$ cat src/hdl/arb_pkg.sv
// shared sizes and vector types for the output scheduler, imported by RTL and bench
`default_nettype none

package arb_pkg;

    // switch geometry
    localparam int port_count = 8;                    // input queues
    localparam int pri_w      = 4;                    // one priority or weight value
    localparam int port_w     = $clog2(port_count);   // port index
    localparam int pri_bus_w  = port_count * pri_w;   // packed priority bus

    // one bit wider than a weight so a full turn of 16 grants fits
    localparam int credit_w   = pri_w + 1;

    // one request bit per port
    typedef logic [port_count-1:0] req_vec_t;

    // priority in fixed mode, weight in WRR mode
    typedef logic [pri_w-1:0] pri_t;

    // port i sits in bits i*pri_w +: pri_w
    typedef logic [pri_bus_w-1:0] pri_bus_t;

    typedef logic [port_w-1:0] port_idx_t;  // port number

    // grants taken in the current WRR turn
    typedef logic [credit_w-1:0] credit_t;

endpackage : arb_pkg

`default_nettype wire

$ cat src/hdl/fixed_priority_pick.sv
// combinational fixed-priority picker, highest priority value wins, lowest index on ties
`timescale 1ns/1ps
`default_nettype none

module fixed_priority_pick (
    input  wire arb_pkg::req_vec_t  request_signals,
    input  wire arb_pkg::pri_t      prio [arb_pkg::port_count],
    output arb_pkg::port_idx_t      pick,
    output logic                    any
);

    import arb_pkg::*;

    port_idx_t best_idx;    // best requester seen so far
    pri_t      best_pri;    // its priority
    logic      have_best;   // set once the first requester is found

    // linear scan from port 0 upward
    // only a strictly greater priority replaces the current best,
    // so equal priorities keep the lower index
    always_comb begin
        best_idx  = '0;
        best_pri  = '0;
        have_best = 1'b0;
        for (int i = 0; i < port_count; i++) begin
            if (request_signals[i]) begin
                if (!have_best || (prio[i] > best_pri)) begin
                    best_idx  = port_idx_t'(i);
                    best_pri  = prio[i];
                    have_best = 1'b1;
                end
            end
        end
    end

    // index 0 when nobody asks
    assign pick = best_idx;

    assign any = |request_signals;  // same as have_best, cheaper

endmodule : fixed_priority_pick

`default_nettype wire

$ cat src/hdl/wrr_scheduler.sv
// weighted round robin picker with ring pointer and credit counter, state updates each clock
`timescale 1ns/1ps
`default_nettype none

module wrr_scheduler (
    input  wire                     clk,
    input  wire                     rst_n,
    input  wire                     enable,           // high in WRR mode
    input  wire arb_pkg::req_vec_t  request_signals,
    input  wire arb_pkg::pri_t      prio [arb_pkg::port_count],
    output arb_pkg::port_idx_t      pick,
    output logic                    any
);

    import arb_pkg::*;

    // registered state
    port_idx_t ptr;       // port holding the current turn
    credit_t   used;      // grants already given in this turn
    logic      mode_q;    // enable from the previous edge

    // state after the mode-change clear
    logic      clear;
    port_idx_t cur;
    credit_t   used_eff;

    // decisions
    logic      stay;       // current port keeps the turn
    logic      ring_found;
    port_idx_t ring_pick;  // first requester after cur, wrapping

    // next state
    port_idx_t ptr_d;
    credit_t   used_d;

    // fresh start whenever the mode is off or was just switched
    assign clear    = !enable || (enable != mode_q);
    assign cur      = clear ? port_idx_t'(0) : ptr;
    assign used_eff = clear ? credit_t'(0) : used;

    assign any = |request_signals;

    // turn continues while the port still asks and credit is left
    // weight w gives w+1 grants in a row
    assign stay = request_signals[cur] && (used_eff <= credit_t'(prio[cur]));

    // ring search cur+1 .. cur+port_count, the last step lands back on cur
    // so a lone requester renews its own turn without a gap
    always_comb begin
        port_idx_t idx;
        ring_found = 1'b0;
        ring_pick  = cur;
        for (int off = 1; off <= port_count; off++) begin
            idx = port_idx_t'((int'(cur) + off) % port_count);
            if (!ring_found && request_signals[idx]) begin
                ring_found = 1'b1;
                ring_pick  = idx;
            end
        end
    end

    assign pick = stay ? cur : ring_pick;

    // next pointer and credit
    always_comb begin
        ptr_d  = cur;        // no request: hold (after any clear)
        used_d = used_eff;
        if (stay) begin
            used_d = used_eff + credit_t'(1);
        end else if (ring_found) begin
            ptr_d  = ring_pick;
            used_d = credit_t'(1);   // this grant counts toward the new turn
        end
    end

    always_ff @(posedge clk or posedge rst_n) begin
        if (rst_n) begin
            ptr    <= '0;
            used   <= '0;
            mode_q <= 1'b0;
        end else begin
            mode_q <= enable;
            if (!enable) begin
                // idle in fixed mode
                ptr  <= '0;
                used <= '0;
            end else begin
                ptr  <= ptr_d;
                used <= used_d;
            end
        end
    end

endmodule : wrr_scheduler

`default_nettype wire

$ cat src/hdl/priority_control.sv
// scheduler top that unpacks priorities, runs fixed and WRR pickers and registers one grant per cycle
`timescale 1ns/1ps
`default_nettype none

module priority_control (
    input  wire                     clk,
    input  wire                     rst_n,            // async, active high
    input  wire arb_pkg::req_vec_t  request_signals,
    input  wire arb_pkg::pri_bus_t  priorities,
    input  wire                     select_scheme,    // 0 fixed, 1 WRR
    output arb_pkg::port_idx_t      grant,
    output logic                    grant_vld
);

    import arb_pkg::*;

    pri_t      prio_arr [port_count];   // one value per port

    port_idx_t fp_grant;
    logic      fp_any;      // some port requests, in either mode
    port_idx_t wrr_grant;

    port_idx_t sel_grant;

    // port i lives at bits i*pri_w +: pri_w
    for (genvar i = 0; i < port_count; i++) begin : g_unpack
        assign prio_arr[i] = priorities[i*pri_w +: pri_w];
    end

    fixed_priority_pick u_fixed (
        .request_signals (request_signals),
        .prio            (prio_arr),
        .pick            (fp_grant),
        .any             (fp_any)
    );

    wrr_scheduler u_wrr (
        .clk             (clk),
        .rst_n           (rst_n),
        .enable          (select_scheme),
        .request_signals (request_signals),
        .prio            (prio_arr),
        .pick            (wrr_grant),
        .any             ()
    );

    // mode select
    always_comb begin
        if (select_scheme) begin
            sel_grant = wrr_grant;
        end else begin
            sel_grant = fp_grant;
        end
    end

    // one cycle from sampled inputs to grant
    // grant is forced to 0 when nothing is requested
    always_ff @(posedge clk or posedge rst_n) begin
        if (rst_n) begin
            grant     <= '0;
            grant_vld <= 1'b0;
        end else begin
            grant_vld <= fp_any;
            grant     <= fp_any ? sel_grant : port_idx_t'(0);
        end
    end

endmodule : priority_control

`default_nettype wire

$ cat config.mk
export PLATFORM = sky130hd
export DESIGN_NAME = priority_control
export DESIGN_NICKNAME = d
export VERILOG_FILES = /design/src/hdl/arb_pkg.sv /design/src/hdl/fixed_priority_pick.sv /design/src/hdl/wrr_scheduler.sv /design/src/hdl/priority_control.sv
export SDC_FILE = /design/constraint.sdc
export NUM_CORES = 1
export LEC_CHECK = 0
export ABC_AREA = 1
export BUFFER_PORTS_ARGS = -buffer_cell sky130_fd_sc_hd__clkbuf_2
export CORE_AREA = 2 2 78 87
export CTS_CLUSTER_DIAMETER = 120
export DETAILED_ROUTE_END_ITERATION = 6
export DIE_AREA = 0 0 80 89
export GPL_ROUTABILITY_DRIVEN = 0
export GPL_TIMING_DRIVEN = 0
export HOLD_SLACK_MARGIN = 0.02
export MAX_ROUTING_LAYER = met4
export PLACE_DENSITY = 0.82
export SYNTH_ARGS = -nofsm -noshare
export SYNTH_HDL_FRONTEND = slang
export SYNTH_SLANG_ARGS = --single-unit
$ cat constraint.sdc
create_clock -name clk -period 3.6 [get_ports clk]
set_input_delay 0.36 -clock clk [delete_from_list [all_inputs] [get_ports clk]]
set_output_delay 0.36 -clock clk [all_outputs]
set_load 0.005 [all_outputs]
; ---- Word level (Yosys, flattened, before mapping)
; Index checks and enable logic that the tools add are counted.
[totals]
ff_bits = 13
inputBits = 43
out_inout_bits = 4
elab_cells = 154
[op_classes]
addsub = 9
n_lt_le_gt_ge = 18
eq_ne = 1
mux = 88
bitwise_logic = 1
reduce_logical = 32
[ops]
columns = op, count
row1 = 3-bit 2-to-1 mux, 28
row2 = 4-bit 2-to-1 mux, 15
row3 = "3-bit by 4-bit less-than comparator with 1-bit output, second input constant", 9
row4 = 1-bit 2-to-1 mux, 31
row5 = 4-bit > comparator, 7
row6 = 1-bit binary-select mux with 3-bit select, 9
row7 = 5-bit 2-to-1 mux, 4
row8 = 1-bit logical NOT, 15
row9 = "3-bit adder, second input constant", 4
row10 = 4-bit binary-select mux with 3-bit select, 1
row11 = 1-bit logical AND, 8
row12 = 1-bit logical OR, 8
row13 = 8-bit OR reduction, 1
row14 = "3-bit by 1-bit adder with 3-bit output, second input constant", 2
row15 = "3-bit by 2-bit adder with 3-bit output, second input constant", 2
row16 = "5-bit by 1-bit adder with 5-bit output, second input constant", 1
row17 = 5-bit by 4-bit less-or-equal comparator with 1-bit output, 1
row18 = "4-bit >= comparator, second input constant", 1
row19 = 3-bit NOT with 4-bit output, 1
row20 = 1-bit inequality test, 1

; ---- Depth between registers and ports, before layout
; Gate-level depths: netlist of run 1.
[logic_depth]
word_depth = 31
depth_mapped = 77
ltp_nobuf = 75

; ---- Hierarchy
; Synthesis of run 1 repeated with hierarchy kept, for this count alone.
[unflattened]
hier_cells = 550
area_unflattened_um2 = 3271.9
[by_module_without_submodules]
columns = module, n_inst, cells_each, area_per_inst_um2, seq_area_each_um2
row1 = wrr_scheduler, 1, 312, 1804.2, 225.2
row2 = fixed_priority_pick, 1, 218, 1307.5, 0.0
row3 = priority_control, 1, 20, 160.2, 100.1

; ---- Least setup slack after synthesis of run 1
; Ideal clock, no wire load.
[synth_path]
path_kind = input-to-reg
from = in request_signals[0]
to = reg grant[1]
setup_time_ps = 117
arrival_ps = 7933
required_time_ps = 3483
path_slack_ps = -4450
path_stages = 72
n_path_buf = 2
cell_sequence = clkbuf_1 > nand2_1 > ha_1 > a21oi_1 > o21ai_0 > o21ai_0 > nand2_1 > nand2_1 > clkbuf_1 > o21ai_0 > ha_1 > nand2_1 > inv_1 > o21ai_0 > nand2_1 > a21oi_1 > nor2_1 > inv_1 > [... 36 more ...] > nand2_1 > nand2_1 > inv_1 > nand2_1 > nand2_1 > inv_1 > ha_1 > nand2_1 > o21bai_1 > nand2_1 > o21ai_0 > nand2_1 > nand2_1 > nand2_1 > nor2_1 > nand2_1 > nand2_1 > a21oi_2
[synth_between]
elab_chain_len = 31
word_cells_on_any_way = 111
classes_between = order compare: 7 / mux: 74 / reduce/logical: 30
[synth_lines]
columns = item, line_no
row1 = start: declaration, priority_control.sv:8  ; input wire arb_pkg::req_vec_t request_signals,
row2 = 4-bit 2-to-1 mux / 1-bit 2-to-1 mux (equally long branches), fixed_priority_pick.sv:26  ; if (request_signals[i]) begin
row3 = 4-bit > comparator / 1-bit logical NOT (equally long branches), fixed_priority_pick.sv:27  ; if (!have_best || (prio[i] > best_pri)) begin
row4 = 1-bit logical OR, fixed_priority_pick.sv:27
row5 = 4-bit 2-to-1 mux / 1-bit 2-to-1 mux (equally long branches), fixed_priority_pick.sv:27
row6 = 4-bit 2-to-1 mux / 1-bit 2-to-1 mux (equally long branches), fixed_priority_pick.sv:26
row7 = 4-bit > comparator / 1-bit logical NOT (equally long branches), fixed_priority_pick.sv:27
row8 = 1-bit logical OR, fixed_priority_pick.sv:27
row9 = 4-bit 2-to-1 mux / 1-bit 2-to-1 mux (equally long branches), fixed_priority_pick.sv:27
row10 = [... 15 more ...], -
row11 = 4-bit 2-to-1 mux / 1-bit 2-to-1 mux (equally long branches), fixed_priority_pick.sv:27
row12 = 4-bit 2-to-1 mux / 1-bit 2-to-1 mux (equally long branches), fixed_priority_pick.sv:26
row13 = 4-bit > comparator / 1-bit logical NOT (equally long branches), fixed_priority_pick.sv:27
row14 = 1-bit logical OR, fixed_priority_pick.sv:27
row15 = 3-bit 2-to-1 mux, fixed_priority_pick.sv:27
row16 = 3-bit 2-to-1 mux, fixed_priority_pick.sv:26
row17 = 3-bit 2-to-1 mux, priority_control.sv:49  ; if (select_scheme) begin
row18 = 3-bit 2-to-1 mux *, priority_control.sv:64  ; grant <= fp_any ? sel_grant : port_idx_t'(0);
row19 = end signal: assignment, priority_control.sv:64
row20 = end: declaration, priority_control.sv:11  ; output arb_pkg::port_idx_t grant,
; Every way passes the cells marked *; elsewhere a longest branch is shown, timed or not. The select of a mux whose other input is x is not followed.

; ---- Worst setup path in the final report of run 1
; Same ends and word-level chain as after synthesis.

==> metrics.md, run 1 <==
| Metric | Value |
|---|---|
| Area Growth Syn to Fin | 53.6% |
| Setup crit start kind | input port |
| Reported max-cap violation count | 0 |
| Drt total wl | 14,100 um |
| Slew Viols, Final | 0 |
| Antenna violations before repair | 0 |
| Post-Layout Cell Count | 709 |
| Vias in the first global route | 4,088 |
| CP most frequent cell | nand2_1 |
| Root Buffer | clkbuf_8 |
| Critical path's slowest cell | ha_1 |
| Clock buffer depth | 2 |
| Num CTS Buffers | 3 |
| Slew HR | 64.5% |
| Core Region | roughly 6200 um2 |
| H-tree Lvls | 1 |
| Drt pass-1 iters | 6 |
| RSZ-0062 raised after global routing | yes |
| First-pass GRT wire length | 19,300 um |
| I/O pins | 47 |
| YS warnings | 0 |
| Placed insts | about 640 |
| Largest stage delay, worst path | roughly 0.34 ns |
| DR WL/cell | roughly 20 um |
| Arr. time, crit path | 8.96 ns |
| Clock Latency Late Sink | 0.24 ns |
| Clock transition at the registers of the reported paths | 0.05 ns |
| Initial Util | slightly below 50% |
| Final net count | 708 |
| Seq cells post-synth | 13 |
| CTS tree | yes |
| Lkg Pwr | 2.49 nW |
| Post-synthesis sequential area ratio | 10.7% |
| Endpoints failing setup | 3 |
| Min-Delay Path Class | in -> async |
| Distinct cells, synth | 37 |
| CTS sink count | 13 |
| CTS Hold Bufs | 0 |
| Tot GR Track Use | 35.5% |
| Post-synth EDFFs | 0 |
| Synth Flop Type | dfrtp_1 |
| Vias | roughly 4,600 |
| Die Width | 80 um |
| Failing checks | setup timing |
| Input/output buffers | 45 |
| Critical Path Fanout Max | 7 |
| Status | finished with violations |
| Minimum clock period | between 8 and 9 ns |
| Total power | between 0.002 and 0.0025 W |
| CP Capture Type | flip-flop |
| Row count | 30 |
| Synthesized area per cell | 5.93 um2 |
| Post-Syn Instances | 514 |
| Commonest non-fill, non-tap cell in the layout | nand2_1 |
| Final Skew | around 0.0025 ns |
| Die H | 89 um |
| Syn_nets | 592 |
| Peak VDD IR | 0.000314 V |
| Total gr overflow | 0 |
| Worst slew pin tran | 0.531 ns |
| Fin worst setup slack | -5.22 ns |
| Worst hold slack | 0.104 ns |
| Fin crit share | 245% |
| Cell area after synthesis | 3050 um2 |
| Fmax | roughly 0.11 GHz |
| Pwr dens | 450 nW/um2 |
| Die area | between 7000 and 8000 um2 |
| Worst Path Required | 3.74 ns |
| Residual DRC | 0 |
| Share of cells above drive strength 1 | 44.5% |
| Final Hold Violating Endpoints | 0 |
| Post-synth ARST share | 100% |
| CP Class | in -> reg |
| Commonest non-fill, non-tap cells in the layout | nand2_1 (125), buf_4 (61), inv_1 (55), nand3_1 (54), clkbuf_2 (45) |
| Routed Antenna Nets | 0 |
| Pin count of the biggest net entering global routing | 14 |
| Placed wire-length estimate | 7270 um |
| Vias/cell | 6.44 |
| Drt first-iter violations | just over 600 |
| Diodes inserted | 0 |
## synth_stat cells, drive strengths merged, types with 4 or more instances
| master | instances | area (um2) |
|---|---|---|
| dfrtp | 13 | 325 |
| nand3 | 71 | 383 |
| inv | 77 | 299 |
| a21oi | 27 | 143 |
| o21ai | 29 | 149 |
| o211ai | 8 | 60.1 |
| nor3 | 4 | 20.0 |
| clkbuf | 4 | 15.0 |
| nand4 | 15 | 93.8 |
| nand2 | 177 | 746 |
| ha | 35 | 438 |
| nor2 | 33 | 244 |
| buf | 5 | 22.5 |
## cell families after synthesis
family | after synthesis | synth area share, %
AO/OA/AOI/OAI | 72 | 13.6
adder cells (fa/ha/maj) | 35 | 14.4
buffers and inverters | 87 | 11.2
flip-flops | 13 | 10.7
AND/OR/NAND/NOR | 307 | 50.2
## timing repair
item                       in CTS  in global routing
cloned                          1                  0
setup buffers                  56                 13
resized for setup              71                 79
setup endpoints to repair       9                 10
pin swaps                      61                 61
## power breakdown
group          total [W]  internal [W]  switching [W]  leakage [nW]
sequential      0.000197      0.000173      0.0000244         0.162
clock           0.000128     0.0000781      0.0000502        0.0228
combinational    0.00178      0.000750        0.00103          2.30
total            0.00211       0.00100        0.00111          2.49
## sequential cells by signal, indices dropped and copies added, names as in the netlist
| name | flops |
|---|---|
| grant | 3 |
| u_wrr.used | 5 |
| u_wrr.ptr | 3 |
| grant_vld | 1 |
| u_wrr.mode_q | 1 |
## worst paths after layout
path	cells after the start	start	end	slack, ns
max in group asynchronous	2	rst_n	grant_vld	3.18
worst min register to register	2	u_wrr.used[3]	u_wrr.used[4]	0.48
min in group clk	1	select_scheme	u_wrr.mode_q	0.33
worst max register to register	17	u_wrr.mode_q	u_wrr.used[3]	0.09
worst min-delay path	2	rst_n	grant[2]	0.10
worst max-delay path	71	request_signals[0]	grant[1]	-5.22
## layer usage
| layer | vias up | wire length [um] | part of all wire, % | track usage [%] |
|---|---|---|---|---|
| li1 | 1939 | - | - | - |
| met1 | 2031 | 4880 | 35 | 39.0 |
| met2 | 416 | 6330 | 45 | 58.1 |
| met3 | 177 | 1330 | 9.4 | 5.45 |
| met4 | 0 | 1600 | 11 | 26.5 |
| met5 | - | 0 | 0 | - |
## stage by stage
stage          setup slack (ns)  util [%]  cell area [um2]  TNS [ns]
2_1_floorplan             -3.86         -             3190    -11.50
3_3_place_gp              -4.60      57.2             3520    -13.94
3_5_place_dp              -4.85      57.2             3520    -15.17
4_1_cts                   -3.98      69.6             4280    -11.87
5_1_grt                   -5.51      76.0             4680    -16.96
6_report                  -5.22      76.0             4680    -15.56
## worst max-delay path, delay by kind of cell
| family | cells | cell delay [ns] |
|---|---|---|
| adders and majority gates | 7 | 1.83 |
| buffers and inverters | 11 | 1.11 |
| and+or+nand+nor | 34 | 3.24 |
| AOI/OAI and AO/OA | 19 | 2.37 |
## final cells by class
class / count / area [um2]
multi-input combinational: 414 / 3080
fill: 408 / 1480
timing repair buffer: 112 / 753
sequential: 13 / 325
inverter: 78 / 313
tap: 80 / 100
buffer: 8 / 68.8
clock buffer: 4 / 45.0
No activity file was read; power rests on OpenSTA's default activity.
==> run 2: changes to the inputs <==
--- a/config.mk
+++ b/config.mk
@@ -7,15 +7,15 @@
 export LEC_CHECK = 0
 export ABC_AREA = 1
 export BUFFER_PORTS_ARGS = -buffer_cell sky130_fd_sc_hd__clkbuf_2
-export CORE_AREA = 2 2 78 87
+export CORE_AREA = 2 2 72 81
 export CTS_CLUSTER_DIAMETER = 120
 export DETAILED_ROUTE_END_ITERATION = 6
-export DIE_AREA = 0 0 80 89
+export DIE_AREA = 0 0 74 83
 export GPL_ROUTABILITY_DRIVEN = 0
 export GPL_TIMING_DRIVEN = 0
 export HOLD_SLACK_MARGIN = 0.02
 export MAX_ROUTING_LAYER = met4
-export PLACE_DENSITY = 0.82
+export PLACE_DENSITY = 0.92
 export SYNTH_ARGS = -nofsm -noshare
 export SYNTH_HDL_FRONTEND = slang
 export SYNTH_SLANG_ARGS = --single-unit
==> run 2 against run 1 <==
  * The run still ends with setup timing left
  * Count of clock-buffer cells in the layout unchanged
  * Via count down 8.4%
  * First-iteration DRC count up 7.9%
  * Power down 14%
  * Global-route usage down 2.9 points
  * Utilization up 4.7 points
  * Cell area down 8.8%
  * Largest cell class unchanged
==> metrics.md, run 2 (synthesis gave the netlist of run 1 again) <==
| Metric | Value |
|---|---|
| Num CTS Buffers | 3 (unchanged) |
| CTS sink count | 13 (unchanged) |
| Largest stage delay, worst path | 0.34 ns (about the same) |
| CTS Hold Bufs | 0 (unchanged) |
| Clock transition at the registers of the reported paths | 0.05 ns (about the same) |
| Pin count of the biggest net entering global routing | 14 (unchanged) |
| Fin worst setup slack | -5.05 ns (+0.179 ns) |
| Die H | 83 um (-6.7%) |
| RSZ-0062 raised after global routing | yes |
| Initial Util | 57.6% (+8.1 points) |
| Dpl ws | -4.84 ns (+0.00978 ns) |
| Sequential fraction of design power | 10.9% (+1.5 points) |
| Failing checks | setup timing |
| Core Region | 5290 um2 (-14%) |
| CP most frequent cell | nand2_1 |
| Final Hold Violating Endpoints | 0 (unchanged) |
| Clock power share | 7.2% (+1.1 points) |
| Critical path's slowest cell | ha_1 |
| Commonest non-fill, non-tap cell in the layout | nand2_1 |
| Max reg flops | 5 (unchanged) |
| First-pass GRT wire length | 16,200 um (-16%) |
| Pwr dens | 423 nW/um2 (-6.0%) |
| Routed Antenna Nets | 0 (unchanged) |
| Arr. time, crit path | 8.82 ns (-0.14 ns) |
| Tot GR Track Use | 32.6% (-2.9 points) |
| CP Class | in -> reg |
| CTS tree | yes |
| CP Capture Type | flip-flop |
| Psw | 0.000969 W (-12%) |
| Slew HR | 60.7% (-3.7 points) |
| Vias/cell | 6.28 (-2.4%) |
| DR WL/cell | 18.4 um (-7.6%) |
| Fin crit share | 240% (-5.0 points) |
| Final Skew | 0.00103 ns (-0.00144 ns) |
| Final net count | 669 (-5.5%) |
| Share of cells above drive strength 1 | 37.1% (-7.4 points) |
| Minimum clock period | 8.65 ns (-0.179 ns) |
| Top flop regs | u_wrr.used (5), grant (3), u_wrr.ptr (3) |
| Filler cells | 304 (-25%) |
| Max Used Layer | met4 |
| Total gr overflow | 0 (unchanged) |
| Net Sw Frac | 53.6% (+1.1 points) |
| Vias | 4,179 (-8.4%) |
| Flop2flop setup slack | 0.19 ns (+0.10 ns) |
| Fmax | 0.116 GHz (+2.1%) |
| Met3 wire len | 1240 um (-7.1%) |
| Input/output buffers | 45 (unchanged) |
| Largest Register | u_wrr.used |
| Antenna violations before repair | 0 (unchanged) |
| H-tree Lvls | 1 (unchanged) |
| Placed wire-length estimate | 7060 um (-3.0%) |
| Status | finished with violations |
| Setup_tns | -15.08 ns (+0.481 ns) |
| Clock buffer depth | 2 (unchanged) |
| Met1 Routed Length | 4120 um (-16%) |
| Row count | 28 (-6.7%) |
| Worst hold slack | 0.104 ns (-0.000720 ns) |
| Area Growth Syn to Fin | 40.2% |
| Die Width | 74 um (-7.5%) |
| DP Area | 3510 um2 (-0.18%) |
| Setup crit start kind | input port |
| Drt total wl | 12,300 um (-13%) |
| Drt first-iter violations | 652 (+7.9%) |
| Comb power frac | 81.9% (-2.6 points) |
| Peak VDD IR | 0.000321 V (+2.2%) |
| Reported max-cap violation count | 0 (unchanged) |
| Worst slew pin tran | 0.587 ns (+0.0560 ns) |
| Die area | 6140 um2 (-14%) |
| Vias in the first global route | 3,753 (-8.2%) |
| Met2 wire length | 5820 um (-8.1%) |
| Drt pass-1 iters | 7 (+1) |
| Clock Latency Late Sink | 0.24 ns (about the same) |
| Post-route design area | 4270 um2 (-8.8%) |
| Commonest non-fill, non-tap cells in the layout | nand2_1 (129), inv_1 (62), nand3_1 (56), clkbuf_2 (45), nand2_2 (30) |
| Slew Viols, Final | 0 (unchanged) |
| I/O pins | 47 (unchanged) |
| Worst Path Required | 3.78 ns (+0.04 ns) |
| Root Buffer | clkbuf_8 |
| Lkg Pwr | 2.28 nW (-8.2%) |
| Residual DRC | 0 (unchanged) |
| Min-Delay Path Class | in -> async |
| Internal | 0.000838 W (-16%) |
| Total power | 0.00181 W (-14%) |
| Diodes inserted | 0 (unchanged) |
| Endpoints failing setup | 3 (unchanged) |
| Critical Path Fanout Max | 7 (unchanged) |
run 2: cell count changes in the layout (fill, tap and decap cells not counted), moves of 4 or more:
cell	previous run	this run
nand3_4	9	5
buf_4	61	25
inv_1	55	62
o21ai_2	12	7
inv_2	17	12
nand2_4	20	15
nand2_1	125	129
run 2: path summary, 6_finish.rpt:
path / cells after the start / start / to
worst max-delay path: 74 / request_signals[0] / grant[1]
worst min-delay path: 2 / rst_n / grant[2]
worst min register to register: 2 / u_wrr.used[3] / u_wrr.used[4]
max in group asynchronous: 2 / rst_n / grant_vld
worst max register to register: 17 / u_wrr.mode_q / u_wrr.used[3]
min in group clk: 1 / select_scheme / u_wrr.mode_q
run 2: worst max-delay path, delay by kind of cell:
family | cells | cell delay [ns]
adders and majority gates | 7 | 1.84
AOI/OAI and AO/OA | 17 | 2.01
and+or+nand+nor | 36 | 3.31
buffers and inverters | 14 | 1.27
run 2: stage by stage:
step | util [%] | std cells
floorplan | - | 514
global placement | 66.4 | 634
detailed placement | 66.4 | 634
CTS | 74.7 | 657
global route | 80.7 | 665
finish | 80.7 | 665
run 2: power by group through the flow:
stage | clock (W) | sequential [W] | combinational [W]
after floorplan | 0 | 0.000195 | 0.000770
after global placement | 0 | 0.000197 | 0.000955
after detailed placement | 0 | 0.000197 | 0.000995
after CTS | 0.000130 | 0.000196 | 0.00117
after global routing | 0.000138 | 0.000201 | 0.00159
final | 0.000131 | 0.000197 | 0.00148
run 2: layer usage:
metal,up-vias,global-route usage (%)
met5,-,-
met4,0,16.5
met3,121,5.34
met2,351,52.6
met1,1845,38.0
li1,1862,-
run 2: layout make-up:
type | instances | area [um2] | area share (%)
Timing Repair Buffer | 73 | 462 | 10.8
Multi-Input combinational cell | 414 | 2970 | 69.5
Buffer | 8 | 68.8 | 1.61
Sequential cell | 13 | 325 | 7.62
Inverter | 78 | 308 | 7.21
Tap cell | 75 | 93.8 | 2.20
Clock buffer | 4 | 45.0 | 1.05
run 2: what timing repair did:
action	CTS	global route
cloned	1	0
pin swaps	37	25
setup buffers	18	9
resized for setup	56	58
setup endpoints to repair	9	11
